**config.mk**
```make
export PLATFORM = sky130hd
export DESIGN_NAME = system_counter
export DESIGN_NICKNAME = d
export VERILOG_FILES = /design/src/common/soc_pkg.sv /design/src/source/system_counter.sv
export SDC_FILE = /design/constraint.sdc
export NUM_CORES = 1
export LEC_CHECK = 0
export BUFFER_PORTS_ARGS = -buffer_cell sky130_fd_sc_hd__buf_4
export CAP_MARGIN = 20
export CORE_MARGIN = 3
export CORE_UTILIZATION = 40
export CTS_CLUSTER_SIZE = 12
export DETAILED_ROUTE_END_ITERATION = 12
export PLACE_DENSITY = 0.71
export SLEW_MARGIN = 20
export SYNTH_ARGS = -nofsm -noshare
export SYNTH_HDL_FRONTEND = slang
export SYNTH_SLANG_ARGS = --single-unit
```
**constraint.sdc**
```tcl
create_clock -name clk_50mhz -period 2.02 [get_ports clk_50mhz]
set_clock_uncertainty 0.05 [all_clocks]
set_input_delay 0 -clock clk_50mhz [delete_from_list [all_inputs] [get_ports clk_50mhz]]
set_output_delay 0 -clock clk_50mhz [all_outputs]
set_load 0.02 [all_outputs]
```
**src/common/soc_pkg.sv**
```systemverilog
// SoC bus definitions
package soc_pkg;

	localparam int ADDR_W = 32;
	localparam int DATA_W = 32;
	localparam int STRB_W = 4;

	// Address map, region width in byte address bits
	localparam logic [ADDR_W-1:0] MEM_BASE = 32'h0201_0000;
	localparam int MEM_AW = 10;
	localparam int MEM_DEPTH = 256;
	localparam logic [ADDR_W-1:0] CONFIG_BASE = 32'h0200_0400;
	localparam int CONFIG_AW = 4;
	localparam logic [ADDR_W-1:0] PAD_BASE = 32'h0200_0200;
	localparam int PAD_AW = 2;
	localparam logic [ADDR_W-1:0] COUNTER_BASE = 32'h0200_0300;
	localparam int COUNTER_AW = 3;

	localparam logic [1:0] RESP_OKAY = 2'd0;
	localparam logic [1:0] RESP_SLVERR = 2'd2;
	localparam logic [1:0] RESP_DECERR = 2'd3;

	localparam int POLL_DIV_BITS = 8;
	localparam int PAD_BITS = 8;
	localparam int SLAVE_COUNT = 4;

	typedef enum logic [1:0] {
		SLV_MEM,
		SLV_CONFIG,
		SLV_PAD,
		SLV_COUNTER
	} slave_e;

	typedef struct packed {
		logic valid;
		logic write;
		logic [ADDR_W-1:0] addr;
		logic [DATA_W-1:0] wdata;
		logic [STRB_W-1:0] wstrb;
	} bus_req_t;

	typedef struct packed {
		logic valid;
		logic [1:0] resp;
		logic [DATA_W-1:0] rdata;
	} bus_rsp_t;

	typedef union packed {
		logic [63:0] value;
		struct packed {
			logic [DATA_W-1:0] hi;
			logic [DATA_W-1:0] lo;
		} words;
	} counter_value_u;

	typedef union packed {
		logic [DATA_W-1:0] raw;
		struct packed {
			logic [15:0] reserved;
			logic [PAD_BITS-1:0] pad1;
			logic [PAD_BITS-1:0] pad0;
		} pads;
	} pad_report_u;

endpackage

```
**src/source/system_counter.sv**
```systemverilog
// 64-bit system counter
`timescale 1ns/1ns
module system_counter (
	input logic clk_50mhz,
	input logic resetn,
	input soc_pkg::bus_req_t req,
	output soc_pkg::bus_rsp_t rsp
);
	import soc_pkg::*;

	counter_value_u count;
	logic [DATA_W-1:0] hi_hold;
	logic hi_sel;
	logic valid_q;
	logic [1:0] resp_q;
	logic [DATA_W-1:0] rdata_q;

	assign hi_sel = req.addr[COUNTER_AW-1:2];

	always_ff @(posedge clk_50mhz) begin
		if (!resetn) begin
			count <= '0;
			hi_hold <= '0;
			valid_q <= 1'b0;
		end else begin
			count.value <= count.value + 1'b1;
			valid_q <= req.valid;
			// Low word read freezes the high word for the next read
			if (req.valid && !req.write && !hi_sel)
				hi_hold <= count.words.hi;
		end
	end

	always_ff @(posedge clk_50mhz) begin
		if (req.valid) begin
			resp_q <= req.write ? RESP_SLVERR : RESP_OKAY;
			rdata_q <= req.write ? '0 : (hi_sel ? hi_hold : count.words.lo);
		end
	end

	assign rsp = '{valid: valid_q, resp: resp_q, rdata: rdata_q};

endmodule

```
==> flow_summary.ini <==
[power_and_ir_drop]
peakVddDrop_uv = 599
seq_power_share = 0.451
switchingPower_mw = 1.31
leakagePower_nw = 2.77
p_clk_frac = 0.511
intPower_mw = 4.70
power_density_nw_per_um2 = 800
pwr-share-comb = 0.038
p_sw_frac = 0.218

[clock_network]
cts_tree = built
clk_pin_slew_ns = 0.06
root_buffer = clkbuf_16
cts_max_level = 4
numCtsBuffers = 17
clock_path_buffers = 2
clk_latency_ns = 0.42
cts.sink_count = 130

[sta]
finalHoldViolCount = 0
grt_setup_unrepaired = true
slew_headroom = 0.509
timing.final.crit_period_ns = 1.99
fmax_mhz = 502
slew_viol_final = 0
finalSetupTns_ns = 0
finalSetupViolCount = 0
min_period_over_period = 0.987
tightestPinTransition_ns = 0.736

[yosys]
syn_avg_cell_area_sq_um = 9.21
synth_edf_count = 33
yosysTopAreaCell = dfxtp_1
yosysUniqueCellTypes = 45
ys_seq_elements = 130
synth_nets = 695
synth_cells = 622
ys_warn_count = 0
synth-main-ff-cell = dfxtp_1
ys_async_sr_fraction = 0
synthesis.area_sq_um = 5730
ys_seq_area_frac = 0.512
synth_top_area_share = 0.339
synth_area_leaders = dfxtp_1 34%, edfxtp_1 17%, nand2_1 5.9%

[die]
fp.coreArea_sq_um = 13900
die_y_microns = 126
die_w_microns = 126
num_io_pins = 107
row_count = 43
start_util = 0.411
die_area_sq_um = 15800

[global_route]
grt_max_degree = 93
grtUsageTotal = 0.186
grt_pass1_wl_mm = 23.9
grt_pass1_vias = 4886
grt_antenna_before_repair = 0
overflow = 0

[layout]
nets = 798
area_growth_pct = 31.0
fin_cells = 918
seq_area_sq_um = 2960
multiInputGateArea_sq_um = 2750
drive_above_1_share = 0.272
antenna_cells = 0
fillers = 1149

[place]
numPortBuffers = 38
dpl.hpwl_mm = 9.55
gp_congestion = 0.893
dp.cells = 863

[critical_path]
r2r_slack_ns = 0.03
worstReg2RegEnd = count[48]
path_class = reg -> reg
startpoint_type = register
reg2reg_depth = 7
crit_fanout = 3
crit_end = count[48]
r2r_start = count[0]
crit_start = count[0]
crit_arrival_ns = 2.23
cp-end-kind = register
worst_ep_required_time_ns = 2.25

[outcome]
outcome = completed

[detailed_routing]
drt_iter0_markers = 466
drcViolationCount = 0
avgRoutedWirePerCell_microns = 16.3
dr.pass1.iters = 5
route.antenna.remaining_nets = 0
wl_mm = 15.0
via_count = 5054
vias_per_cell = 5.51

[flow_run]
maxCapViolations = 0

[min_path]
hold_path_class = in -> reg
## power groups by stage
stage	registers (mW)	clock network, mW	logic [mW]
detailed placement	2.76	0	0.221
global placement	2.76	0	0.219
floorplan	2.80	0	0.0926
CTS	2.71	3.10	0.229
global route	2.71	3.23	0.244
finish	2.71	3.07	0.230
## sequential cells by signal, summed over array words and instances (netlist names)
register  count
count        64
rdata_q      32
hi_hold      32
valid_q       1
resp_q        1
## cell families (layout without fill, tap and decap cells)
family                   after synthesis  in the layout  share of synthesized area
AND/OR/NAND/NOR                      284            285                      0.256
flip-flops                           130            130                      0.512
AO/OA/AOI/OAI                         97             97                     0.0915
buffers and inverters                 49            164                     0.0391
multiplexers                          33             33                     0.0577
XOR/XNOR                              27             27                     0.0413
adder cells (fa/ha/maj)                1              1                    0.00218
other                                  1              1                   0.000655
## placed cells by master (no fill, tap or decap), drive strengths merged, types with 2 or more instances in the layout
cell	n
buf	117
dfxtp	97
nand2	90
nor2	67
a21oi	65
mux2i	33
edfxtp	33
nand3	29
nand4	26
o21ai	17
clkbuf	17
or3	16
xnor2	14
o31ai	13
xor2	13
inv	13
or4	12
nor4	12
and4	8
clkinv	8
nor3	7
and2	5
and3	5
bufinv	3
clkinvlp	3
dlygate4sd3	3
or2	2
## critical path, cell delays in order, from the launching register on
cell      delay (ns)
dfxtp_2         0.35
ha_4            0.14
nand4_1         0.18
buf_4           0.20
or4_4           0.43
and4bb_1        0.31
xnor2_1         0.14
nor2_1          0.06
## through the flow
| stage | total power [mW] | utilization | setup slack [ns] | hold slack (ns) | instance area [sq um] |
|---|---|---|---|---|---|
| finish | 6.01 | 0.539 | 0.0265 | 0.0416 | 7510 |
| global route | 6.19 | 0.539 | -0.0432 | 0.0770 | 7510 |
| CTS | 6.04 | 0.518 | -0.0296 | 0.0541 | 7220 |
| detailed placement | 2.98 | 0.469 | -0.0939 | 0.249 | 6530 |
| global placement | 2.98 | 0.469 | -0.0249 | 0.245 | 6530 |
| floorplan | 2.89 | - | 0.0453 | 0.0489 | 5730 |
## cell type report
type | instances | share of cell area
Sequential cell | 130 | 0.395
Multi-Input combinational cell | 444 | 0.367
Timing Repair Buffer | 120 | 0.124
Clock buffer | 17 | 0.0567
Tap cell | 180 | 0.0300
Clock inverter | 15 | 0.0222
Inverter | 12 | 0.00600
## what timing repair did
| action | 4_1_cts | 5_1_grt |
|---|---|---|
| pin swaps | 7 | 20 |
| gates resized for setup | 14 | 40 |
| gates cloned | 0 | 2 |
| buffers inserted | 4 | 14 |
| endpoints found under the setup margin | 19 | 27 |
| hold endpoints to repair | 27 | 0 |
| hold buffers | 3 | 0 |
## cells in the mapped netlist (2+ instances only)
master and number:
buf_6 3, nand2_1 90, xor2_1 13, edfxtp_1 33, or4_1 12, o31ai_1 13
nor4_1 10, buf_2 5, nor2_1 66, nor3_1 5, xnor2_1 14, and4_1 7
nand4_1 22, dfxtp_1 97, o21ai_0 17, nand4_2 2, or2_2 2, inv_1 12
or3_1 16, mux2i_1 33, buf_4 3, and3_1 5, and2_1 5, nand3_1 28
clkbuf_1 25, a21oi_1 65
## layer usage
metal / GRT usage / vias up / wire [microns]
met3: 0.0399 / 27 / 653
met5: 0 / - / 0
met4: 0.0733 / 0 / 331
met1: 0.223 / 2472 / 6210
li1: - / 2425 / -
met2: 0.328 / 130 / 7780
## how the worst min path moves through the flow
stage          cells past startpoint  slack (ns)          end    start
2_1_floorplan                      0        0.05    resp_q[1]  req[68]
6_report                           4        0.04  hi_hold[31]   resetn
3_3_place_gp                       2        0.24    count[61]   resetn
3_5_place_dp                       2        0.25    count[61]   resetn
5_1_grt                            4        0.08    count[31]   resetn
4_1_cts                            4        0.05     count[0]   resetn
Power figures use the tool's default switching activity.
