==> config.mk <==
export PLATFORM = sky130hd
export DESIGN_NAME = bus_decoder
export DESIGN_NICKNAME = d
export VERILOG_FILES = /design/src/common/soc_pkg.sv /design/src/interconnect/bus_decoder.sv
export SDC_FILE = /design/constraint.sdc
export NUM_CORES = 1
export LEC_CHECK = 0
export BUFFER_PORTS_ARGS = -buffer_cell sky130_fd_sc_hd__buf_2
export CORE_AREA = 5 5 200 202
export CTS_CLUSTER_DIAMETER = 80
export CTS_CLUSTER_SIZE = 10
export DETAILED_ROUTE_END_ITERATION = 12
export DIE_AREA = 0 0 205 207
export GPL_TIMING_DRIVEN = 0
export REMOVE_ABC_BUFFERS = 1
export SLEW_MARGIN = 20
export SYNTH_ARGS = -nofsm -noshare
export SYNTH_HDL_FRONTEND = slang
export SYNTH_SLANG_ARGS = --single-unit
==> constraint.sdc <==
create_clock -name clk_50mhz -period 2.1 [get_ports clk_50mhz]
set_input_delay 0.21 -clock clk_50mhz [delete_from_list [all_inputs] [get_ports clk_50mhz]]
set_output_delay 0.21 -clock clk_50mhz [all_outputs]
set_load 0.02 [all_outputs]
==> src/common/soc_pkg.sv <==
// SoC bus definitions
package soc_pkg;

	localparam int ADDR_W = 32;
	localparam int DATA_W = 32;
	localparam int STRB_W = 4;

	// Address map, region width in byte address bits
	localparam logic [ADDR_W-1:0] MEM_BASE = 32'h0201_0000;
	localparam int MEM_AW = 10;
	localparam int MEM_DEPTH = 256;
	localparam logic [ADDR_W-1:0] CONFIG_BASE = 32'h0200_0400;
	localparam int CONFIG_AW = 4;
	localparam logic [ADDR_W-1:0] PAD_BASE = 32'h0200_0200;
	localparam int PAD_AW = 2;
	localparam logic [ADDR_W-1:0] COUNTER_BASE = 32'h0200_0300;
	localparam int COUNTER_AW = 3;

	localparam logic [1:0] RESP_OKAY = 2'd0;
	localparam logic [1:0] RESP_SLVERR = 2'd2;
	localparam logic [1:0] RESP_DECERR = 2'd3;

	localparam int POLL_DIV_BITS = 8;
	localparam int PAD_BITS = 8;
	localparam int SLAVE_COUNT = 4;

	typedef enum logic [1:0] {
		SLV_MEM,
		SLV_CONFIG,
		SLV_PAD,
		SLV_COUNTER
	} slave_e;

	typedef struct packed {
		logic valid;
		logic write;
		logic [ADDR_W-1:0] addr;
		logic [DATA_W-1:0] wdata;
		logic [STRB_W-1:0] wstrb;
	} bus_req_t;

	typedef struct packed {
		logic valid;
		logic [1:0] resp;
		logic [DATA_W-1:0] rdata;
	} bus_rsp_t;

	typedef union packed {
		logic [63:0] value;
		struct packed {
			logic [DATA_W-1:0] hi;
			logic [DATA_W-1:0] lo;
		} words;
	} counter_value_u;

	typedef union packed {
		logic [DATA_W-1:0] raw;
		struct packed {
			logic [15:0] reserved;
			logic [PAD_BITS-1:0] pad1;
			logic [PAD_BITS-1:0] pad0;
		} pads;
	} pad_report_u;

endpackage

==> src/interconnect/bus_decoder.sv <==
// Address decoder and response mux
`timescale 1ns/1ns
module bus_decoder (
	input logic clk_50mhz,
	input logic resetn,
	input soc_pkg::bus_req_t bus_req,
	output soc_pkg::bus_rsp_t bus_rsp,
	output soc_pkg::bus_req_t slave_req [soc_pkg::SLAVE_COUNT],
	input soc_pkg::bus_rsp_t slave_rsp [soc_pkg::SLAVE_COUNT]
);
	import soc_pkg::*;

	logic [SLAVE_COUNT-1:0] hit;
	logic [SLAVE_COUNT-1:0] slave_valid;
	slave_e sel;
	slave_e sel_q;
	logic decerr_q;

	// Region match on the bits above each region width
	assign hit[SLV_MEM] = bus_req.addr[ADDR_W-1:MEM_AW] == MEM_BASE[ADDR_W-1:MEM_AW];
	assign hit[SLV_CONFIG] = bus_req.addr[ADDR_W-1:CONFIG_AW] == CONFIG_BASE[ADDR_W-1:CONFIG_AW];
	assign hit[SLV_PAD] = bus_req.addr[ADDR_W-1:PAD_AW] == PAD_BASE[ADDR_W-1:PAD_AW];
	assign hit[SLV_COUNTER] =
		bus_req.addr[ADDR_W-1:COUNTER_AW] == COUNTER_BASE[ADDR_W-1:COUNTER_AW];

	always_comb begin
		sel = SLV_MEM;
		for (int i = 0; i < SLAVE_COUNT; i++) begin
			if (hit[i])
				sel = slave_e'(i);
		end
	end

	// Same request to every slave, valid only where it hits
	always_comb begin
		for (int i = 0; i < SLAVE_COUNT; i++) begin
			slave_req[i] = bus_req;
			slave_req[i].valid = bus_req.valid && hit[i];
			slave_valid[i] = slave_req[i].valid;
		end
	end

	always_ff @(posedge clk_50mhz) begin
		if (!resetn) begin
			sel_q <= SLV_MEM;
			decerr_q <= 1'b0;
		end else begin
			if (bus_req.valid)
				sel_q <= sel;
			decerr_q <= bus_req.valid && !(|hit);
		end
	end

	// Slaves answer one cycle later, so the stored target picks the answer
	always_comb begin
		if (decerr_q) begin
			bus_rsp.valid = 1'b1;
			bus_rsp.resp = RESP_DECERR;
			bus_rsp.rdata = '0;
		end else begin
			bus_rsp = slave_rsp[sel_q];
		end
	end

	a_one_slave: assert property (
		@(posedge clk_50mhz) disable iff (!resetn) $onehot0(slave_valid)
	);

	a_rsp_follows: assert property (
		@(posedge clk_50mhz) disable iff (!resetn) bus_req.valid |=> bus_rsp.valid
	);

endmodule

==> impl_metrics.ini <==
[floorplan]
fp.coreArea_um2 = 38100
placementRows = 72
initial_core_util_pct = 9.02
die_area_um2 = 42400
ioPinCount = 527
die_x_um = 205
fp.dieH_um = 207

[grt]
grt_use_total_pct = 8.46
grt_max_degree = 33
grt_overflow_total = 0
grt_antenna_before_repair = 0
grt_pass1_vias = 3277
grt_pass1_wl_mm = 25.6

[timing]
period_needed_ns = 2.01
hold_viol = 0
worst_slack_ns = 0.0905
slew_headroom_pct = 50.4
max_slew.worst_pin.slew_ns = 0.725
rsz0062_at_grt = yes
finalSetupViolations = 0
timing.final.crit_share_pct = 95.7
tns_ns = 0
fmax_mhz = 498
skew_ns = 0
final_max_slew_viol_count = 0

[detailed_routing]
drtIter0Drc = 94
wl_per_cell_um = 20.7
num_vias = 2948
wirelength_mm = 20.0
first_pass_iters = 4
viasPerCell = 3.05
remaining_drc_errors = 0
drtAntennaViolNets = 0

[final_layout]
n_antenna_cell = 0
areaGrowthSynthToFinish_pct = 12.2
final_nets = 662
n_fill_cell = 4444
mostFrequentLayoutCells = buf_2, mux4_2, nor2b_1
final_common_cell = buf_2
final_cells = 967
drive_above_1_share_pct = 85.7

[clocking]
worstSkewPairLatency_ns = 0.22
clock_path_buffers = 2
clk_pin_slew_ns = 0.03
root_buffer = clkbuf_16
cts_buffers = 3
cts_max_level = 1
cts_hold_buffers = 0
clock_sinks = 3
cts_tree = done

[yosys]
synth_area_um2 = 3440
yosysTopAreaCell = buf_4
yosysUniqueCellTypes = 26
synth_seq_cells = 3
synthCells = 394
ys_seq_area_share_pct = 1.75
yosys-top-cells-area = buf_4, mux4_2, nor2b_1
yosysWarnings = 0
synth_top_area_share_pct = 61.2
syn_area_per_cell_um2 = 8.72

[placed_design]
place_inst = 958
place_ws_ns = 0.108
dpl.hpwl_mm = 17.3
gp_congestion = 0.835
io_buffers = 331

[min_path]
holdCritPathClass = input pin to flop
hold_depth = 2
min_to = sel_q[1]
hold_path.startpoint = resetn

[setup_path]
critPathKind = flop to output port
path_max_fanout = 17
end_kind = output port
r2r_setup_slack_ns = 1.23
timing.rr.end = sel_q[1]
reg2regPathDepth = 2
worstPathRequired_ns = 1.89
arrival_ns = 1.80
worstReg2RegStart = sel_q[1]
startpoint_type = flop

[power_and_ir_drop]
power_mw = 1.10
power.leakage_nw = 1.82
ir_drop_mv = 0.412
power.density_nw_per_um2 = 285

[job]
maxCapViolations = 0

[status]
status = finished, final reports clean
-- cell usage after synthesis --
library cell,count
dfxtp_1,3
or2_2,3
nor4_1,2
nand2_1,2
nor2_1,3
and3b_1,2
clkbuf_1,5
nor2b_1,32
a2111oi_0,1
and3_1,1
nor4b_1,1
buf_1,1
mux4_2,35
a21o_1,1
or4_4,1
buf_4,280
inv_1,1
nor3b_1,2
o32ai_1,1
nor3_1,4
nor4bb_1,1
a41o_1,2
nand2b_1,2
and4_1,5
nor3_2,1
buf_2,2
-- how the worst max path moves through the flow --
stage                    endpoint  slack [ns]        start
floorplan             bus_rsp[32]       -0.66     sel_q[0]
global placement      bus_rsp[32]       -1.48     sel_q[0]
detailed placement  slave_req[69]        0.11  bus_req[49]
CTS                   bus_rsp[32]      0.0005     sel_q[0]
global route          bus_rsp[21]       -0.02     sel_q[0]
finish                 bus_rsp[4]        0.09     sel_q[0]
-- through the flow --
stage | hold slack (ns) | cell area [um^2] | util, %
after floorplan | 0.361 | 1300 | -
after global placement | 0.420 | 3610 | 9.47
after detailed placement | 0.420 | 3690 | 9.68
after CTS | 0.307 | 3850 | 10.1
after global routing | 0.320 | 3850 | 10.1
final | 0.308 | 3850 | 10.1
-- per-layer routing --
metal / vias up / global-route usage (%) / wire (um)
met5: - / 1.84 / 107
met4: 4 / 0.508 / 102
met3: 13 / 6.40 / 3730
met2: 398 / 12.7 / 8280
met1: 1379 / 9.98 / 7810
li1: 1154 / - / -
-- cell families after synthesis --
group                  synth area share (%)
AOI/OAI and AO/OA                      1.31
buffers and inverters                  62.2
DFF                                    1.75
muxes                                  22.9
and+or+nand+nor                        11.8
-- what timing repair did --
| item | 4_1_cts | 5_1_grt |
|---|---|---|
| endpoints found under the setup margin | 3 | 7 |
| gates cloned | 1 | 0 |
| setup buffers | 4 | 0 |
| gates resized for setup | 2 | 2 |
-- critical path, stage by stage (launching register included) --
cell	delay, ns
dfxtp_4	0.40
bufbuf_16	0.35
mux4_2	0.51
nor2b_1	0.14
buf_2	0.17
-- sequential cells by signal, indices dropped and copies added, names as in the netlist --
| name | cells |
|---|---|
| sel_q | 2 |
| decerr_q | 1 |
-- area by class of cell --
cell class              instances  area [um^2]  share of cell area [%]
inverters                       1         3.75                  0.0974
repair buffers                339         1820                    47.1
clock buffers                   4         78.8                    2.04
multi-input cells             102         1240                    32.2
flip-flops and latches          3         66.3                    1.72
well taps                     518          648                    16.8
-- where the power goes --
part / switching [mW] / total, mW / internal [mW]
clock: 0.0513 / 0.302 / 0.250
combinational: 0.426 / 0.729 / 0.304
sequential: 0.00917 / 0.0673 / 0.0581
No activity file was read; power rests on OpenSTA's default activity.
