[config.mk]
export PLATFORM = sky130hd
export DESIGN_NAME = config_regs
export DESIGN_NICKNAME = d
export VERILOG_FILES = /design/src/common/soc_pkg.sv /design/src/source/config_regs.sv
export SDC_FILE = /design/constraint.sdc
export NUM_CORES = 1
export LEC_CHECK = 0
export BUFFER_PORTS_ARGS = -buffer_cell sky130_fd_sc_hd__buf_2
export CAP_MARGIN = 20
export CORE_MARGIN = 3
export CORE_UTILIZATION = 30
export DETAILED_ROUTE_END_ITERATION = 6
export PLACE_DENSITY_LB_ADDON = 0.08
export SLEW_MARGIN = 20
export SYNTH_ARGS = -nofsm -noshare
export SYNTH_HDL_FRONTEND = slang
export SYNTH_SLANG_ARGS = --single-unit
[constraint.sdc]
create_clock -name clk_50mhz -period 1.7 [get_ports clk_50mhz]
set_input_delay 0.17 -clock clk_50mhz [delete_from_list [all_inputs] [get_ports clk_50mhz]]
set_output_delay 0.17 -clock clk_50mhz [all_outputs]
set_load 0.05 [all_outputs]
[src/common/soc_pkg.sv]
// SoC bus definitions
package soc_pkg;

	localparam int ADDR_W = 32;
	localparam int DATA_W = 32;
	localparam int STRB_W = 4;

	// Address map, region width in byte address bits
	localparam logic [ADDR_W-1:0] MEM_BASE = 32'h0201_0000;
	localparam int MEM_AW = 10;
	localparam int MEM_DEPTH = 256;
	localparam logic [ADDR_W-1:0] CONFIG_BASE = 32'h0200_0400;
	localparam int CONFIG_AW = 4;
	localparam logic [ADDR_W-1:0] PAD_BASE = 32'h0200_0200;
	localparam int PAD_AW = 2;
	localparam logic [ADDR_W-1:0] COUNTER_BASE = 32'h0200_0300;
	localparam int COUNTER_AW = 3;

	localparam logic [1:0] RESP_OKAY = 2'd0;
	localparam logic [1:0] RESP_SLVERR = 2'd2;
	localparam logic [1:0] RESP_DECERR = 2'd3;

	localparam int POLL_DIV_BITS = 8;
	localparam int PAD_BITS = 8;
	localparam int SLAVE_COUNT = 4;

	typedef enum logic [1:0] {
		SLV_MEM,
		SLV_CONFIG,
		SLV_PAD,
		SLV_COUNTER
	} slave_e;

	typedef struct packed {
		logic valid;
		logic write;
		logic [ADDR_W-1:0] addr;
		logic [DATA_W-1:0] wdata;
		logic [STRB_W-1:0] wstrb;
	} bus_req_t;

	typedef struct packed {
		logic valid;
		logic [1:0] resp;
		logic [DATA_W-1:0] rdata;
	} bus_rsp_t;

	typedef union packed {
		logic [63:0] value;
		struct packed {
			logic [DATA_W-1:0] hi;
			logic [DATA_W-1:0] lo;
		} words;
	} counter_value_u;

	typedef union packed {
		logic [DATA_W-1:0] raw;
		struct packed {
			logic [15:0] reserved;
			logic [PAD_BITS-1:0] pad1;
			logic [PAD_BITS-1:0] pad0;
		} pads;
	} pad_report_u;

endpackage

[src/source/config_regs.sv]
// Configuration registers
`timescale 1ns/1ns
module config_regs (
	input logic clk_50mhz,
	input logic resetn,
	input soc_pkg::bus_req_t req,
	output soc_pkg::bus_rsp_t rsp,
	output logic rotate_video
);
	import soc_pkg::*;

	logic [DATA_W-1:0] regs [2**(CONFIG_AW-2)];
	logic [CONFIG_AW-3:0] index;
	logic valid_q;
	logic [DATA_W-1:0] rdata_q;

	assign index = req.addr[CONFIG_AW-1:2];

	always_ff @(posedge clk_50mhz) begin
		if (!resetn) begin
			for (int w = 0; w < 2**(CONFIG_AW-2); w++)
				regs[w] <= '0;
			valid_q <= 1'b0;
		end else begin
			valid_q <= req.valid;
			if (req.valid && req.write) begin
				for (int b = 0; b < STRB_W; b++) begin
					if (req.wstrb[b])
						regs[index][b*8 +: 8] <= req.wdata[b*8 +: 8];
				end
			end
		end
	end

	always_ff @(posedge clk_50mhz) begin
		if (req.valid)
			rdata_q <= req.write ? '0 : regs[index];
	end

	assign rsp = '{valid: valid_q, resp: RESP_OKAY, rdata: rdata_q};
	assign rotate_video = regs[0][0];

endmodule

==> results of run 1 <==
==> per-stage QoR <==
step	setup slack [ns]	std cells	setup TNS, ns	hold slack (ns)
finish	0.496	922	0	0.0863
global route	0.446	922	0	0.119
CTS	0.463	922	0	0.0703
detailed placement	0.220	890	0	0.520
global placement	0.218	890	0	0.510
floorplan	-0.0547	502	-1.75	0.282
==> area by class of cell <==
type / count / area (um2) / area share [%]
flip-flops and latches: 161 / 4820 / 56.2
clock buffers: 17 / 425 / 4.96
clock inverters: 15 / 119 / 1.39
repair buffers: 119 / 733 / 8.54
well taps: 319 / 399 / 4.65
multi-input cells: 263 / 1980 / 23.0
inverters: 28 / 105 / 1.22
==> path summary, 6_finish.rpt <==
kind	to	cells past startpoint	slack (ns)
worst max register to register	rdata_q[4]	2	0.74
worst min register to register	rdata_q[16]	2	0.63
worst min-delay path	regs[3][18]	2	0.09
worst max-delay path	rotate_video	1	0.50
==> metal layers <==
layer  part of all wire (%)  track usage [%]  up-vias
met2                     48             22.2      104
met4                   0.64             3.02        2
met3                    4.9             3.55       13
met5                  0.040                0        -
met1                     46             19.0     2144
li1                       -                -     2071
==> synthesized netlist by cell type, types with 2 or more instances <==
| cell | number |
|---|---|
| nand2b_1 | 3 |
| buf_2 | 20 |
| nor3_2 | 39 |
| nor3b_1 | 6 |
| nand4_4 | 3 |
| nand2_1 | 8 |
| buf_6 | 21 |
| inv_1 | 28 |
| or2_1 | 2 |
| buf_4 | 7 |
| o21ai_0 | 16 |
| mux2i_1 | 64 |
| o22ai_1 | 31 |
| edfxtp_1 | 160 |
| nor3b_2 | 2 |
| nor3_1 | 81 |
==> logic make-up (layout without fill, tap and decap cells) <==
group	count (synthesis)	count (layout)	synth area share [%]
flip-flops	161	161	66.1
AND/OR/NAND/NOR	149	149	14.3
buffers and inverters	78	179	6.87
multiplexers	64	64	8.78
AO/OA/AOI/OAI	48	48	3.93
other	1	2	0.0514
==> worst reg2reg max path: stages, from the launching register on <==
cell      delay, ns
edfxtp_1       0.37
mux2i_1        0.21
o22ai_1        0.12
==> report_power, final <==
| part | leakage [uW] | internal [uW] | switching (uW) |
|---|---|---|---|
| combinational | 0.00125 | 285 | 698 |
| clock | 0.000263 | 2000 | 1550 |
| sequential | 0.00156 | 4630 | 59.3 |
| total | 0.00308 | 6910 | 2300 |
==> registers in the layout, summed over array words and instances, names as in the netlist <==
| register | count |
|---|---|
| valid_q | 1 |
| regs | 128 |
| rdata_q | 32 |
==> impl_metrics.yaml, run 1 <==
critical_path:
  cp-start-kind: "register"
  cp.arrival_ns: 1.03
  worstPathMaxFanout: 2
  critPathCaptureType: "primary output"
  critPathRequiredTime_ns: 1.53
  critPathTopFamily: "flip-flops"
  critPathBufInv: 1
  crit_start: "regs[0][0]"
  crit_type: "reg2out"
  reg2reg_from: "regs[3][4]"
  slowest_delay_ns: 0.35
  path_cells: "buf_2"
  slowest_stage: "edfxtp_1"
die:
  die_y_um: 162
  placementRows: 56
  coreArea_um2: 23700
  die_area_um2: 26200
  initial_core_util_pct: 30.8
  die_w_um: 162
  boundaryPins: 108
power_and_ir_drop:
  vdd_drop_max_uv: 519
  pwr_density_cell_nw_per_um2: 1070
  power_uw: 9210
  power_leakage_uw: 0.00308
synthesis:
  syn-mean-instance-area_um2: 14.6
  syn_inst: 501
  postSynth.asyncResetShare_pct: 0
  synth_top_area_share_pct: 65.8
  ys_types: 26
  ys.flop_type: "edfxtp_1"
  netlist_area_um2: 7300
  synth_area_leaders: "edfxtp_1 (66%), mux2i_1 (8.8%), nor3_1 (5.6%), nor3_2 (5.3%), buf_6 (3.2%)"
  yosys_warnings: 0
  synth_edf_count: 160
  seq_area_frac_synth_pct: 66.1
  yosysTopAreaCell: "edfxtp_1"
  ys_ff_latch: 161
global_routing:
  grt_pass1_vias: 4528
  grt_max_degree: 49
  antenna_found_initial: 1
  grt_use_total_pct: 13.8
  grt_pass1_wl_um: 27000
  grt_overflow_total: 0
clocking:
  cts_tree: "built"
  insertion_delay_ns: 0.42
  clk_pin_slew_ns: 0.06
  cts.sinks: 161
  cts_resized: 0
  cts_buffers: 17
  clockBufferDepth: 2
  postCtsSetupBuffers: 0
  cts_hold_buf: 0
  htree_levels: 4
  root_buffer: "clkbuf_16"
final_layout:
  final_net_count: 662
  antenna_cells: 0
  drive_gt1_share_pct: 32.5
  final_common_cell: "edfxtp_1"
  fin_util_pct: 36.2
  layout_common_cells: "edfxtp_1 (160), nor3_1 (81), buf_2 (74), mux2i_1 (64), buf_4 (43)"
  fillerInstances: 2387
  final_cell_area_um2: 8580
  syn2layout_area_growth_pct: 17.6
timing:
  post-route-period-util_pct: 70.8
  rsz0062_at_grt: "false"
  fmax_mhz: 831
  fin_skew_ns: 0.00883
  setup_viol: 0
  period_needed_ns: 1.20
  hold_viol_final: 0
  drv_slew: 0
route:
  drt-total-wl_um: 17500
  drtPass1Iterations: 4
  route.detailed.drc: 0
  vias_per_cell: 4.70
  detail_route.iter0.violations: 197
  wl_per_cell_um: 19.0
  ant_nets: 0
  routed-via-count: 4334
hold_path:
  min_from: "req[22]"
  hold_path_class: "in2reg"
place:
  port_buffers: 75
  postPlaceCellArea_um2: 8040
  dpl.hpwl_um: 11000
  gp_congestion: 0.707
run:
  maxCapViolations: 0
run_status:
  status: "complete, no violations"
No activity file was read; power rests on OpenSTA's default activity.
==> inputs of run 2 (changes only) <==
--- a/config.mk
+++ b/config.mk
@@ -5,6 +5,7 @@
 export SDC_FILE = /design/constraint.sdc
 export NUM_CORES = 1
 export LEC_CHECK = 0
+export ABC_AREA = 1
 export BUFFER_PORTS_ARGS = -buffer_cell sky130_fd_sc_hd__buf_2
 export CAP_MARGIN = 20
 export CORE_MARGIN = 3
==> constraint.sdc (replaced) <==
create_clock -name clk_50mhz -period 1.07 [get_ports clk_50mhz]
set_input_delay 0.107 -clock clk_50mhz [delete_from_list [all_inputs] [get_ports clk_50mhz]]
set_output_delay 0.107 -clock clk_50mhz [all_outputs]
set_load 0.05 [all_outputs]
==> run 2 against run 1 <==
  * The run now ends with setup timing left
  * Combinational power up 110%
  * First-iteration DRC count grew 53%
  * Count of clock-buffer cells in the layout grew 1
  * Sequential share of layout area shrank 9.5 points
  * Total power rose by 76%
  * Synthesized cell count increased by 28%
  * Worst hold slack got worse by 0.031 ns
  * Synthesized area is 6.7% higher
  * Clock power grew 88%
  * Critical path depth stayed put
  * Worst setup slack worse by 0.56 ns
  * Largest power group unchanged
==> impl_metrics.yaml, run 2 <==
final_layout:
  syn2layout_area_growth_pct: 32.6
  drive_gt1_share_pct: 44.3
  fin_util_pct: 40.8
  largest_reg_flops: 128
  final_net_count: 846
  antenna_cells: 0
  largestRegisters: "regs (128), rdata_q (32), valid_q (1)"
  final_cell_area_um2: 10300
  fin_cells: 1117
  final_common_cell: "edfxtp_1"
  layout_common_cells: "edfxtp_1 (160), nor2_1 (129), nor3_2 (90), buf_4 (70), o21ai_0 (59)"
  regMostFlops: "regs"
  fillerInstances: 2390
critical_path:
  crit_type: "reg2out"
  cp-start-kind: "register"
  cp.arrival_ns: 1.02
  path_cells: "buf_6"
  critPathBufInv: 1
  slowest_stage: "edfxtp_1"
  slowest_delay_ns: 0.42
  critPathCaptureType: "primary output"
  ff2ff_setup_slack_ns: 0.04
  critPathRequiredTime_ns: 0.96
  critPathTopFamily: "flip-flops"
  worstPathMaxFanout: 2
timing:
  post-route-period-util_pct: 106
  fin_skew_ns: 0.00784
  period_needed_ns: 1.13
  fin_ws_ns: -0.0619
  fmax_mhz: 883
  drv_slew: 0
  hold_viol_final: 0
  rsz0062_at_grt: "true"
  setup_viol: 17
run_status:
  status: "finished, violations left"
  violations: "setup timing"
clocking:
  clockBufferDepth: 2
  cts_tree: "built"
  insertion_delay_ns: 0.42
  clk_pin_slew_ns: 0.07
  cts_hold_buf: 0
  root_buffer: "clkbuf_16"
  htree_levels: 4
  cts_buffers: 17
  cts.sinks: 161
global_routing:
  grt_overflow_total: 0
  grt_use_total_pct: 14.9
  grt_max_degree: 29
  grt_pass1_wl_um: 31900
  antenna_found_initial: 0
  grt_pass1_vias: 5550
synthesis:
  ys.flop_type: "edfxtp_1"
  yosys_warnings: 0
  syn_inst: 640
  yosysTopAreaCell: "edfxtp_1"
  ys_ff_latch: 161
  synth_area_leaders: "edfxtp_1 (62%), nor3_2 (12%), nor2_1 (6.5%), o21ai_0 (4.9%), nand3_2 (3.3%)"
  netlist_area_um2: 7790
  syn-mean-instance-area_um2: 12.2
  synthTopCellsByCount: "edfxtp_1 (160), nor2_1 (134), nor3_2 (90)"
  postSynth.asyncResetShare_pct: 0
  synth_edf_count: 160
  ys_types: 26
  seq_area_frac_synth_pct: 62.0
  synth_most_common_cell: "edfxtp_1"
  synth_top_area_share_pct: 61.7
die:
  coreArea_um2: 25300
  initial_core_util_pct: 30.7
  placementRows: 58
  die_area_um2: 27900
  boundaryPins: 108
  die_y_um: 167
  die_w_um: 167
route:
  detail_route.iter0.violations: 302
  route.detailed.drc: 0
  ant_nets: 0
  routed-via-count: 5150
  drt-total-wl_um: 20000
  drtPass1Iterations: 5
  vias_per_cell: 4.61
  wl_per_cell_um: 17.9
power_and_ir_drop:
  power_leakage_uw: 0.00369
  pwr_density_cell_nw_per_um2: 1570
  net-switching-power_uw: 3930
  p_clk_share_pct: 41.2
  seq_power_share_pct: 46.2
  power_uw: 16200
  vdd_drop_max_uv: 733
  p_comb_share_pct: 12.5
  switching_share_pct: 24.3
  internal_power_uw: 12200
run:
  maxCapViolations: 0
place:
  port_buffers: 75
  dpl.hpwl_um: 14100
  dp.cells: 1071
  place_ws_ns: -0.611
  gp_congestion: 0.725
  postPlaceCellArea_um2: 9270
hold_path:
  hold_path_class: "in2reg"
==> run 2: changes by cell type after synthesis, sizes merged, moves of 32 or more <==
| cell | change |
|---|---|
| mux2i | -64 |
| a21oi | +33 |
| o21ai | +60 |
| o22ai | -32 |
| nand3 | +34 |
| nor2 | +135 |
==> run 2: final cells by class <==
cell class / instances / area, um2 / share of cell area, %
clock buffers: 18 / 429 / 4.16
clock inverters: 14 / 211 / 2.05
well taps: 330 / 413 / 4.00
inverters: 40 / 169 / 1.64
flip-flops and latches: 161 / 4820 / 46.7
multi-input cells: 388 / 2670 / 25.9
repair buffers: 166 / 1600 / 15.5
==> run 2: path summary, 6_finish.rpt <==
path | start | end | depth (start not counted)
max reg2reg | regs[0][0] | rdata_q[0] | 4
max | regs[0][0] | rotate_video | 1
min reg2reg | regs[3][9] | rdata_q[9] | 2
min | req[11] | regs[3][7] | 3
==> run 2: metal layers <==
metal  up-vias  global-route usage [%]  wire length, um
met2        76                    24.9             9760
met5         -                       0                0
met3        13                    2.81              551
li1       2536                       -                -
met1      2525                    20.2             9500
met4         0                    3.62              222
==> run 2: repair_timing <==
item	4_1_cts	5_1_grt
resized for setup	69	9
setup buffers	14	0
pin swaps	10	8
endpoints found under the setup margin	147	97
==> run 2: kinds of logic after synthesis <==
family / count (synthesis) / synth area share, %
and+or+nand+nor: 277 / 24.6
DFF: 161 / 62.0
AOI/OAI and AO/OA: 109 / 7.01
buffers and inverters: 92 / 6.40
other: 1 / 0.0482
==> run 2: power by group through the flow <==
stage,clock [uW],sequential [uW],combinational [uW]
3_3_place_gp,0,7580,1880
5_1_grt,7120,7510,2200
2_1_floorplan,0,7860,847
3_5_place_dp,0,7590,1890
4_1_cts,6820,7480,2060
6_report,6670,7470,2030
==> run 2: tightest hold or removal path, cell delays in order <==
cell and delay, ns:
buf_2 0.10, nand3_4 0.10, inv_1 0.06
==> run 2: through the flow <==
stage | TNS, ns | hold WS [ns]
after CTS | -1.07 | 0.0394
final | -0.245 | 0.0553
after global routing | -1.88 | 0.0518
after global placement | -113.27 | 0.489
after detailed placement | -121.71 | 0.486
after floorplan | -40.33 | 0.219
