--- src/common/soc_pkg.sv ---
// SoC bus definitions
package soc_pkg;

	localparam int ADDR_W = 32;
	localparam int DATA_W = 32;
	localparam int STRB_W = 4;

	// Address map, region width in byte address bits
	localparam logic [ADDR_W-1:0] MEM_BASE = 32'h0201_0000;
	localparam int MEM_AW = 10;
	localparam int MEM_DEPTH = 256;
	localparam logic [ADDR_W-1:0] CONFIG_BASE = 32'h0200_0400;
	localparam int CONFIG_AW = 4;
	localparam logic [ADDR_W-1:0] PAD_BASE = 32'h0200_0200;
	localparam int PAD_AW = 2;
	localparam logic [ADDR_W-1:0] COUNTER_BASE = 32'h0200_0300;
	localparam int COUNTER_AW = 3;

	localparam logic [1:0] RESP_OKAY = 2'd0;
	localparam logic [1:0] RESP_SLVERR = 2'd2;
	localparam logic [1:0] RESP_DECERR = 2'd3;

	localparam int POLL_DIV_BITS = 8;
	localparam int PAD_BITS = 8;
	localparam int SLAVE_COUNT = 4;

	typedef enum logic [1:0] {
		SLV_MEM,
		SLV_CONFIG,
		SLV_PAD,
		SLV_COUNTER
	} slave_e;

	typedef struct packed {
		logic valid;
		logic write;
		logic [ADDR_W-1:0] addr;
		logic [DATA_W-1:0] wdata;
		logic [STRB_W-1:0] wstrb;
	} bus_req_t;

	typedef struct packed {
		logic valid;
		logic [1:0] resp;
		logic [DATA_W-1:0] rdata;
	} bus_rsp_t;

	typedef union packed {
		logic [63:0] value;
		struct packed {
			logic [DATA_W-1:0] hi;
			logic [DATA_W-1:0] lo;
		} words;
	} counter_value_u;

	typedef union packed {
		logic [DATA_W-1:0] raw;
		struct packed {
			logic [15:0] reserved;
			logic [PAD_BITS-1:0] pad1;
			logic [PAD_BITS-1:0] pad0;
		} pads;
	} pad_report_u;

endpackage

--- src/controller/pad_reader.sv ---
// Serial gamepad reader
`timescale 1ns/1ns
module pad_reader (
	input logic clk_50mhz,
	input logic resetn,
	input soc_pkg::bus_req_t req,
	output soc_pkg::bus_rsp_t rsp,
	input logic pad_data0,
	input logic pad_data1,
	output logic pad_clk,
	output logic pad_latch
);
	import soc_pkg::*;

	logic [POLL_DIV_BITS-1:0] div_q;
	logic tick;
	logic [$clog2(2*PAD_BITS)-1:0] step_q;
	logic [1:0] data_in;
	logic [PAD_BITS-1:0] shift_q [2];
	logic [PAD_BITS-1:0] shift_next [2];
	pad_report_u report_q;
	logic valid_q;
	logic [1:0] resp_q;
	logic [DATA_W-1:0] rdata_q;

	assign tick = &div_q;
	assign data_in = {pad_data1, pad_data0};

	// Bit 0 arrives first, pressed buttons pull the line low
	always_comb begin
		for (int p = 0; p < 2; p++) begin
			shift_next[p] = {~data_in[p], shift_q[p][PAD_BITS-1:1]};
		end
	end

	always_ff @(posedge clk_50mhz) begin
		if (tick && step_q[0]) begin
			for (int p = 0; p < 2; p++)
				shift_q[p] <= shift_next[p];
		end
	end

	// Step 0 latches, then odd steps drop the clock and sample
	always_ff @(posedge clk_50mhz) begin
		if (!resetn) begin
			div_q <= '0;
			step_q <= '0;
			pad_latch <= 1'b0;
			pad_clk <= 1'b0;
			report_q <= '0;
			valid_q <= 1'b0;
		end else begin
			div_q <= div_q + 1'b1;
			valid_q <= req.valid;
			if (tick) begin
				step_q <= step_q + 1'b1;
				pad_latch <= step_q == '0;
				pad_clk <= !step_q[0] && step_q != '0;
				if (&step_q) begin
					report_q.pads.pad0 <= shift_next[0];
					report_q.pads.pad1 <= shift_next[1];
				end
			end
		end
	end

	always_ff @(posedge clk_50mhz) begin
		if (req.valid) begin
			resp_q <= req.write ? RESP_SLVERR : RESP_OKAY;
			rdata_q <= req.write ? '0 : report_q.raw;
		end
	end

	assign rsp = '{valid: valid_q, resp: resp_q, rdata: rdata_q};

	a_clk_latch: assert property (
		@(posedge clk_50mhz) disable iff (!resetn) !(pad_clk && pad_latch)
	);

endmodule

--- config.mk ---
export PLATFORM = sky130hd
export DESIGN_NAME = pad_reader
export DESIGN_NICKNAME = d
export VERILOG_FILES = /design/src/common/soc_pkg.sv /design/src/controller/pad_reader.sv
export SDC_FILE = /design/constraint.sdc
export NUM_CORES = 1
export LEC_CHECK = 0
export BUFFER_PORTS_ARGS = -buffer_cell sky130_fd_sc_hd__buf_2
export CELL_PAD_IN_SITES_DETAIL_PLACEMENT = 0
export CELL_PAD_IN_SITES_GLOBAL_PLACEMENT = 1
export CORE_ASPECT_RATIO = 2
export CORE_MARGIN = 3
export CORE_UTILIZATION = 36
export CTS_BUF_LIST = sky130_fd_sc_hd__clkbuf_4 sky130_fd_sc_hd__clkbuf_8
export CTS_CLUSTER_DIAMETER = 150
export CTS_CLUSTER_SIZE = 16
export DETAILED_ROUTE_END_ITERATION = 8
export PLACE_DENSITY_LB_ADDON = 0.2
export SYNTH_ARGS = -nofsm -noshare
export SYNTH_HDL_FRONTEND = slang
export SYNTH_SLANG_ARGS = --single-unit
--- constraint.sdc ---
create_clock -name clk_50mhz -period 2.9 [get_ports clk_50mhz]
set_clock_uncertainty 0.05 [all_clocks]
set_input_delay 0.58 -clock clk_50mhz [delete_from_list [all_inputs] [get_ports clk_50mhz]]
set_output_delay 0.58 -clock clk_50mhz [all_outputs]
set_load 0.01 [all_outputs]
==> results of run 1 <==
==> kinds of logic (layout without fill, tap and decap cells) <==
family,count (synthesis),in the layout,share of synthesized area [%]
AND/OR/NAND/NOR,77,77,16.37
flip-flops,62,62,62.47
buffers and inverters,33,51,8.010
AO/OA/AOI/OAI,18,18,3.979
multiplexers,16,16,6.448
adder cells (fa/ha/maj),3,3,1.511
XOR/XNOR,3,3,1.058
other,1,17,0.1510
==> worst max-delay path, delay by kind of cell, from the launching register on <==
kind	cells	cell delay [ns]
adders and majority gates	1	0.27
DFF	1	0.37
muxes	1	0.21
buffers and inverters	1	0.33
and+or+nand+nor	2	0.66
==> how the worst max path moves through the flow <==
stage / end / slack (ns) / cells after the start
2_1_floorplan: shift_q[0][10] / 0.46 / 4
3_3_place_gp: report_q[1] / 0.93 / 5
3_5_place_dp: report_q[1] / 0.91 / 5
4_1_cts: report_q[1] / 0.89 / 5
5_1_grt: report_q[7] / 0.76 / 5
6_report: report_q[1] / 0.94 / 5
==> flip-flops by register name, summed over array words and instances, names as in the netlist <==
name and cells:
rdata_q 16, report_q 16, shift_q 14, div_q 8, step_q 4, pad_clk 1
pad_latch 1, resp_q 1, valid_q 1
==> stage by stage <==
| stage | hold slack, ns | worst slack [ns] | total power, mW | instances | instance area [µm²] |
|---|---|---|---|---|---|
| after floorplan | 0.3762 | 0.4638 | 1.006 | 229 | 2544 |
| after global placement | 0.3841 | 0.9338 | 1.010 | 319 | 2634 |
| after detailed placement | 0.3905 | 0.9083 | 1.010 | 319 | 2634 |
| after CTS | 0.4055 | 0.8907 | 1.686 | 335 | 2810 |
| after global routing | 0.4132 | 0.7645 | 1.734 | 335 | 2810 |
| final | 0.3980 | 0.9411 | 1.652 | 335 | 2810 |
==> final cells by class <==
type / instances / share of cell area [%]
inverter: 7 / 0.9350
clock buffer: 14 / 5.966
sequential: 62 / 55.21
multi-input combinational: 134 / 28.41
tap: 88 / 3.918
timing repair buffer: 28 / 5.254
clock inverter: 2 / 0.3117
==> where the power goes <==
part	internal (mW)	switching, mW
Sequential	0.928	0.00556
Clock	0.368	0.294
Combinational	0.0152	0.0412
==> cells in the mapped netlist <==
master	count
nor3_1	1
inv_1	6
a31o_1	1
buf_6	1
nand3_1	7
o21ai_1	5
dfxtp_1	31
nand4_1	1
inv_2	1
mux2i_1	16
and3_1	1
nor4_4	1
nor2_1	4
or3_1	2
o31ai_1	2
xor2_1	2
and2_1	2
a21oi_1	9
edfxtp_1	31
nand3_2	1
nor2b_1	16
clkbuf_1	7
nor3b_1	1
nand2_1	35
conb_1	1
or4_1	3
buf_4	18
ha_1	3
xnor2_1	1
o21ai_0	1
nand4_2	1
and4_1	1
==> per-layer routing <==
layer / track usage [%] / up-vias
met5: 0 / -
met4: 7.152 / 0
met3: 3.182 / 6
met2: 16.87 / 40
met1: 11.48 / 707
li1: - / 754
==> results.sh, run 1 <==
export IMPL_drtIter0Drc=38
export IMPL_synth_top_area_share_pct=37.48
export IMPL_met1_length_mm=1.540
export IMPL_worstSetupStartpointType="register"
export IMPL_synth_warnings=0
export IMPL_cts_resized=0
export IMPL_cts_root_buf="clkbuf_8"
export IMPL_fin_crit_sh_pct=67.55
export IMPL_cpMaxStageDelayCell="dfxtp_1"
export IMPL_io_pins=111
export IMPL_initial_core_util_pct=37.21
export IMPL_met2_length_mm=1.890
export IMPL_ys_ff_latch=62
export IMPL_final_cell_mix="35 x nand2_1, 31 x dfxtp_1, 31 x edfxtp_1"
export IMPL_ir_worst_vdd_mv=0.2649
export IMPL_grt_pass1_vias=1312
export IMPL_crit_arrival_ns=2.16
export IMPL_hold_class="reg -> reg"
export IMPL_max_stage_delay_ns=0.37
export IMPL_grt_start_max_net_pins=20
export IMPL_r2r_start="div_q[0]"
export IMPL_path_max_fanout=16
export IMPL_criticalPathCategory="reg -> reg"
export IMPL_nNetsFinal=319
export IMPL_maxCapViolations=0
export IMPL_post_cts_setup_buffer_count=0
export IMPL_vias=1507
export IMPL_cp_data_required_time_ns=3.10
export IMPL_r2r_slack_ns=0.94
export IMPL_finalSetupTns_ns=0
export IMPL_setup_viol=0
export IMPL_htree_levels=3
export IMPL_timing_rr_end="report_q[1]"
export IMPL_multi_input_area_um2=798.3
export IMPL_wl_per_cell_um=11.10
export IMPL_avgSynthCellArea_um2=11.66
export IMPL_num_rows=42
export IMPL_io_buffers=25
export IMPL_ctsHoldBuffers=0
export IMPL_ys_seq_area_share_pct=62.47
export IMPL_outcome="completed"
export IMPL_cts_buffer_depth=2
export IMPL_leakage_nw=1.067
export IMPL_post_synth_top_area_cell="edfxtp_1"
export IMPL_crit_chain="ha_1 > nand4_2 > nor4_4 > buf_4 > mux2i_1"
export IMPL_synthesis_instances=213
export IMPL_core_um2=6674
export IMPL_clock_latency_ns=0.32
export IMPL_grt_pass1_wl_mm=6.182
export IMPL_startpoint="div_q[0]"
export IMPL_synth_distinct_cells=32
export IMPL_worstHoldEndpoint="shift_q[0][5]"
export IMPL_fin_crit_ns=1.959
export IMPL_clock_sinks=62
export IMPL_synth_area_top_cells="edfxtp_1 37%, dfxtp_1 25%, mux2i_1 6.4%, buf_4 5.4%, nand2_1 5.3%"
export IMPL_die_area_um2=7992
export IMPL_cts_tree="built"
export IMPL_diodes=0
export IMPL_die_x_um=64.73
export IMPL_drv_slew=0
export IMPL_syn_area_um2=2484
export IMPL_area_delta_synth_final_pct=13.15
export IMPL_ff2ff_path_depth=5
export IMPL_gp_congestion=0.6698
export IMPL_vias_per_cell=4.499
export IMPL_dr_wl_met3_um=200
export IMPL_max_freq_mhz=510.5
export IMPL_dieHeight_um=123.5
export IMPL_topRoutingLayerUsed="met4"
export IMPL_mostFrequentLayoutCell="nand2_1"
export IMPL_track_usage_pct=10.41
export IMPL_drt_first_pass_iters=4
export IMPL_cts_reportedPaths_clkPinSlew_ns=0.06
export IMPL_routed_wl_mm=3.720
export IMPL_drive_gt1_share_pct=19.43
export IMPL_rsz0062_at_grt="false"
export IMPL_fin_util_pct=42.11
export IMPL_numCtsBuffers=9
export IMPL_power_density_nw_per_um2=587.9
export IMPL_seqCellArea_um2=1551
export IMPL_holdCritStartpoint="shift_q[0][6]"
export IMPL_finalHoldViolCount=0
export IMPL_fillers=663
export IMPL_ant_nets=0
export IMPL_grt_overflow_total=0
export IMPL_drc=0
export IMPL_hpwl_mm=2.605
export IMPL_antenna_found_initial=0
export IMPL_critPathCaptureType="register"
export IMPL_hold_depth=0
(Power assumes the default switching activity.)
==> inputs of run 2 (changes only) <==
- CORE_UTILIZATION: 36 -> 33
- clock period: 2.9 -> 1.8 ns (I/O delays scaled with it)
==> run 2 against run 1 <==
  * Cell count rose by 3.0%
  * Fmax is 20% higher
  * Total power increased by 70%
  * Cell area grew 4.5%
  * Sequential share of layout area is 2.4 points lower
  * Via count increased by 0.93%
  * Critical endpoint is now report_q[15]
  * Largest power group unchanged
  * Worst setup slack worse by 0.77 ns
==> results.sh, run 2 (synthesized netlist as in run 1, its figures left out) <==
export IMPL_outcome="completed"
export IMPL_hold_class="in -> reg"
export IMPL_area_delta_synth_final_pct=18.19
export IMPL_r2r_start="div_q[1]"
export IMPL_cpMaxStageDelayCell="dfxtp_1"
export IMPL_numCtsBuffers=9
export IMPL_routed_wl_mm=3.896
export IMPL_maxCapViolations=0
export IMPL_grt_pass1_wl_mm=6.720
export IMPL_drv_slew=0
export IMPL_criticalPathCategory="reg -> reg"
export IMPL_num_rows=44
export IMPL_gp_congestion=0.6928
export IMPL_startpoint="div_q[1]"
export IMPL_drt_first_pass_iters=4
export IMPL_track_usage_pct=10.71
export IMPL_cp_data_required_time_ns=2.01
export IMPL_fillers=757
export IMPL_crit_arrival_ns=1.84
export IMPL_p_seq_share_pct=53.5
export IMPL_sw_frac_of_total_pct=21.83
export IMPL_ant_nets=0
export IMPL_crit_family="simple AND/OR/NAND/NOR gates"
export IMPL_reg_top3="rdata_q x16, report_q x16, shift_q x14"
export IMPL_cts_reportedPaths_clkPinSlew_ns=0.07
export IMPL_clock_latency_ns=0.33
export IMPL_initial_core_util_pct=34.18
export IMPL_vias=1521
export IMPL_io_pins=111
export IMPL_pre_cts_ws_ns=0.02228
export IMPL_comb_power_share_pct=3.7
export IMPL_die_x_um=67.35
export IMPL_mostFrequentLayoutCell="nand2_1"
export IMPL_drtIter0Drc=79
export IMPL_path_max_fanout=16
export IMPL_die_area_um2=8666
export IMPL_total_power_mw=2.810
export IMPL_crit_buf_inv=1
export IMPL_clock_power_share_pct=42.8
export IMPL_power_internal_mw=2.196
export IMPL_cts_tree="built"
export IMPL_setup_ws_ns=0.1704
export IMPL_io_buffers=25
export IMPL_clock_sinks=62
export IMPL_max_stage_delay_ns=0.39
export IMPL_critPathCaptureType="register"
export IMPL_nNetsFinal=325
export IMPL_antenna_found_initial=0
export IMPL_fin_crit_sh_pct=90.53
export IMPL_finalSetupTns_ns=0
export IMPL_htree_levels=3
export IMPL_final_cell_mix="35 x nand2_1, 31 x dfxtp_1, 31 x edfxtp_1"
export IMPL_switchingPower_mw=0.6135
export IMPL_grt_pass1_vias=1478
export IMPL_power_density_nw_per_um2=957.3
export IMPL_cts_resized=0
export IMPL_crit_chain="ha_4 > nand4_4 > nor4_4 > buf_12 > mux2i_1"
export IMPL_wl_per_cell_um=11.29
export IMPL_vias_per_cell=4.409
export IMPL_setup_viol=0
export IMPL_drc=0
export IMPL_cts_root_buf="clkbuf_8"
export IMPL_diodes=0
export IMPL_grt_start_max_net_pins=21
export IMPL_holdCritStartpoint="pad_data0"
export IMPL_ctsHoldBuffers=0
export IMPL_worstSetupStartpointType="register"
export IMPL_hpwl_mm=2.691
export IMPL_post_cts_setup_buffer_count=0
export IMPL_core_um2=7267
export IMPL_leakage_nw=1.120
export IMPL_cts_buffer_depth=2
export IMPL_dieHeight_um=128.7
export IMPL_fin_util_pct=40.39
export IMPL_fin_crit_ns=1.630
export IMPL_max_freq_mhz=613.7
export IMPL_placed_cell_area_um2=2718
export IMPL_finalHoldViolCount=0
export IMPL_design_area_um2=2935
export IMPL_rsz0062_at_grt="false"
export IMPL_grt_overflow_total=0
export IMPL_drive_gt1_share_pct=21.74
export IMPL_ir_worst_vdd_mv=0.4109
run 2: changes by cell type in the layout (fill, tap and decap cells not counted):
cell,before,now
clkinvlp_4,0,3
nand4_2,1,0
nand4_4,0,1
nor3_4,0,1
buf_4,3,7
bufinv_16,0,1
buf_12,0,2
ha_1,3,2
nor3_2,1,0
ha_4,0,1
clkbuf_4,4,0
run 2: power groups by stage:
stage          Combinational (mW)  Sequential [mW]  Clock, mW
2_1_floorplan              0.0770             1.54          0
4_1_cts                     0.104             1.50       1.26
6_report                    0.105             1.50       1.20
5_1_grt                     0.122             1.51       1.32
3_3_place_gp                0.105             1.53          0
3_5_place_dp                0.104             1.53          0
run 2: worst reg2reg max path, cell delays in order, from the launching register on:
cell and delay (ns):
dfxtp_1 0.39, ha_4 0.19, nand4_4 0.18, nor4_4 0.34, buf_12 0.21, mux2i_1 0.20
run 2: final timing paths:
kind,end,slack (ns),cells after the start
min,shift_q[0][7],0.24,2
max reg2reg,report_q[15],0.17,5
min reg2reg,shift_q[0][14],0.40,0
max,report_q[15],0.17,5
run 2: layout make-up:
type / instances / area (µm²) / area share (%)
Clock inverter: 6 / 61.31 / 2.089
Tap cell: 92 / 115.1 / 3.922
Clock buffer: 10 / 137.6 / 4.689
Timing Repair Buffer: 34 / 217.7 / 7.417
Multi-Input combinational cell: 134 / 825.8 / 28.13
Sequential cell: 62 / 1551 / 52.86
Inverter: 7 / 26.28 / 0.8951
run 2: layer usage:
metal | vias up | GRT usage [%] | wire, µm
met3 | 2 | 4.629 | 233
met4 | 0 | 7.656 | 57
li1 | 763 | - | -
met1 | 711 | 10.66 | 1596
met2 | 45 | 17.29 | 2009
met5 | - | 0 | 0
run 2: stage by stage:
step           hold WS (ns)  instances
5_1_grt              0.2190        345
6_report             0.2439        345
3_5_place_dp         0.3870        329
2_1_floorplan        0.3762        229
4_1_cts              0.2147        345
3_3_place_gp         0.3849        329
==> inputs of run 3 (changes only) <==
- CORE_UTILIZATION: 33 -> 36
- RECOVER_POWER: unset -> 25
- REMOVE_ABC_BUFFERS: unset -> 1
- clock period: 1.8 -> 1.5 ns (I/O delays scaled with it)
==> run 3 against run 2 <==
  * The flow now finishes with violations (setup timing)
  * Worst setup slack worse by 0.21 ns
  * Combinational power grew 28%
  * Via count is 5.1% higher
  * Critical path type unchanged
==> results.sh, run 3 (synthesized netlist as in run 1, its figures left out) <==
export IMPL_outcome="finished, violations left"
export IMPL_violations="setup timing"
export IMPL_nNetsFinal=339
export IMPL_grt_overflow_total=0
export IMPL_wl_per_cell_um=12.33
export IMPL_setup_ws_ns=-0.04401
export IMPL_drt_first_pass_iters=4
export IMPL_setup_viol=23
export IMPL_cts_tree="built"
export IMPL_cp_data_required_time_ns=1.73
export IMPL_die_area_um2=7992
export IMPL_clock_latency_ns=0.34
export IMPL_crit_arrival_ns=1.77
export IMPL_worstSetupStartpointType="register"
export IMPL_max_slew_worst_pin_slew_ns=0.9135
export IMPL_drive_gt1_share_pct=31.46
export IMPL_fin_crit_ns=1.544
export IMPL_grt_start_max_net_pins=20
export IMPL_core_um2=6674
export IMPL_power_density_nw_per_um2=1220
export IMPL_routed_wl_mm=4.376
export IMPL_drc=0
export IMPL_numCtsBuffers=9
export IMPL_fin_crit_sh_pct=102.9
export IMPL_dieHeight_um=123.5
export IMPL_holdWs_ns=0.1773
export IMPL_max_stage_delay_ns=0.51
export IMPL_htree_levels=3
export IMPL_criticalPathCategory="reg -> reg"
export IMPL_die_x_um=64.73
export IMPL_critPathCaptureType="register"
export IMPL_leakage_nw=1.227
export IMPL_max_freq_mhz=647.7
export IMPL_reg_top3="rdata_q x16, report_q x16, shift_q x14"
export IMPL_crit_family="simple AND/OR/NAND/NOR gates"
export IMPL_diodes=0
export IMPL_antenna_found_initial=0
export IMPL_num_rows=42
export IMPL_crit_buf_inv=1
export IMPL_total_power_mw=3.908
export IMPL_drv_slew=0
export IMPL_vias_per_cell=4.504
export IMPL_gp_congestion=0.7764
export IMPL_rsz0062_at_grt="true"
export IMPL_hold_class="in -> reg"
export IMPL_clock_sinks=62
export IMPL_grt_pass1_wl_mm=7.389
export IMPL_vias=1599
export IMPL_area_delta_synth_final_pct=29.02
export IMPL_ir_worst_vdd_mv=0.4836
export IMPL_io_pins=111
export IMPL_path_max_fanout=5
export IMPL_maxCapViolations=0
export IMPL_cpMaxStageDelayCell="or4_4"
export IMPL_hpwl_mm=2.792
export IMPL_cts_buffer_depth=2
export IMPL_cts_reportedPaths_clkPinSlew_ns=0.07
export IMPL_drtIter0Drc=68
export IMPL_cts_root_buf="clkbuf_8"
export IMPL_ctsHoldBuffers=0
export IMPL_track_usage_pct=12.74
export IMPL_grt_pass1_vias=1546
export IMPL_relSlewSlack_pct=39.10
export IMPL_mostFrequentLayoutCell="nand2_1"
export IMPL_initial_core_util_pct=37.21
export IMPL_ant_nets=0
export IMPL_final_cell_mix="34 x nand2_1, 31 x edfxtp_1, 23 x dfxtp_1"
export IMPL_crit_chain="ha_4 > nand4_4 > buf_12 > or4_4 > a21oi_2"
export IMPL_finalHoldViolCount=0
export IMPL_io_buffers=25
==> run 3: cell count changes in the layout (fill, tap and decap cells not counted), sizes merged <==
| cell | change |
|---|---|
| buf | +10 |
| clkbuf | +4 |
| bufinv | +3 |
| clkinvlp | -2 |
| clkinv | -1 |
==> run 3: final cells by class <==
class / count / area, µm²
fill: 654 / 3470
clock buffer: 10 / 137.6
tap: 88 / 110.1
timing repair buffer: 48 / 361.6
inverter: 7 / 26.28
clock inverter: 6 / 132.6
multi-input combinational: 134 / 869.6
sequential: 62 / 1567
==> run 3: metal layers <==
metal  routed length (µm)  vias up  share of wire (%)  GRT usage (%)
li1                     -      792                  -              -
met1                 1648      754                 38          13.35
met2                 2366       41                 54          21.04
met3                  220       12                5.0          3.818
met4                  140        0                3.2          9.669
met5                    0        -                  0              0
==> run 3: final timing paths <==
path                                     from             to  slack (ns)  cells past startpoint
worst max-delay path                 div_q[0]        pad_clk       -0.04                      5
worst min-delay path                pad_data1   report_q[15]        0.18                      4
worst max register to register       div_q[0]        pad_clk       -0.04                      5
worst min register to register  shift_q[0][6]  shift_q[0][5]        0.40                      0
==> run 3: stage by stage <==
stage | std cells | setup slack, ns | setup TNS [ns] | utilization (%) | cell area [µm²]
floorplan | 203 | -0.8743 | -22.42 | - | 2371
global placement | 330 | -0.1391 | -3.334 | 41.26 | 2754
detailed placement | 330 | -0.1774 | -4.063 | 41.26 | 2754
CTS | 351 | -0.07869 | -0.8936 | 47.26 | 3154
global route | 355 | -0.1188 | -2.072 | 48.01 | 3204
finish | 355 | -0.04401 | -0.2155 | 48.01 | 3204
==> run 3: repair_timing <==
action / in CTS / in global routing
gates cloned: 1 / 0
resized for setup: 14 / 12
pin swaps: 7 / 4
setup endpoints to repair: 33 / 29
setup buffers: 4 / 4
==> run 3: where the power goes <==
| group | total [mW] | internal, mW | switching, mW |
|---|---|---|---|
| Combinational | 0.134 | 0.0447 | 0.0895 |
| Sequential | 1.80 | 1.79 | 0.0104 |
| Clock | 1.97 | 1.31 | 0.658 |
| Total | 3.91 | 3.15 | 0.758 |
==> run 3: worst register-to-register path, delay by kind of cell (launching register included) <==
kind | cells | cell delay [ns]
AO/OA/AOI/OAI | 1 | 0.14
adder cells (fa/ha/maj) | 1 | 0.15
buffers and inverters | 1 | 0.16
flip-flops | 1 | 0.35
AND/OR/NAND/NOR | 2 | 0.62
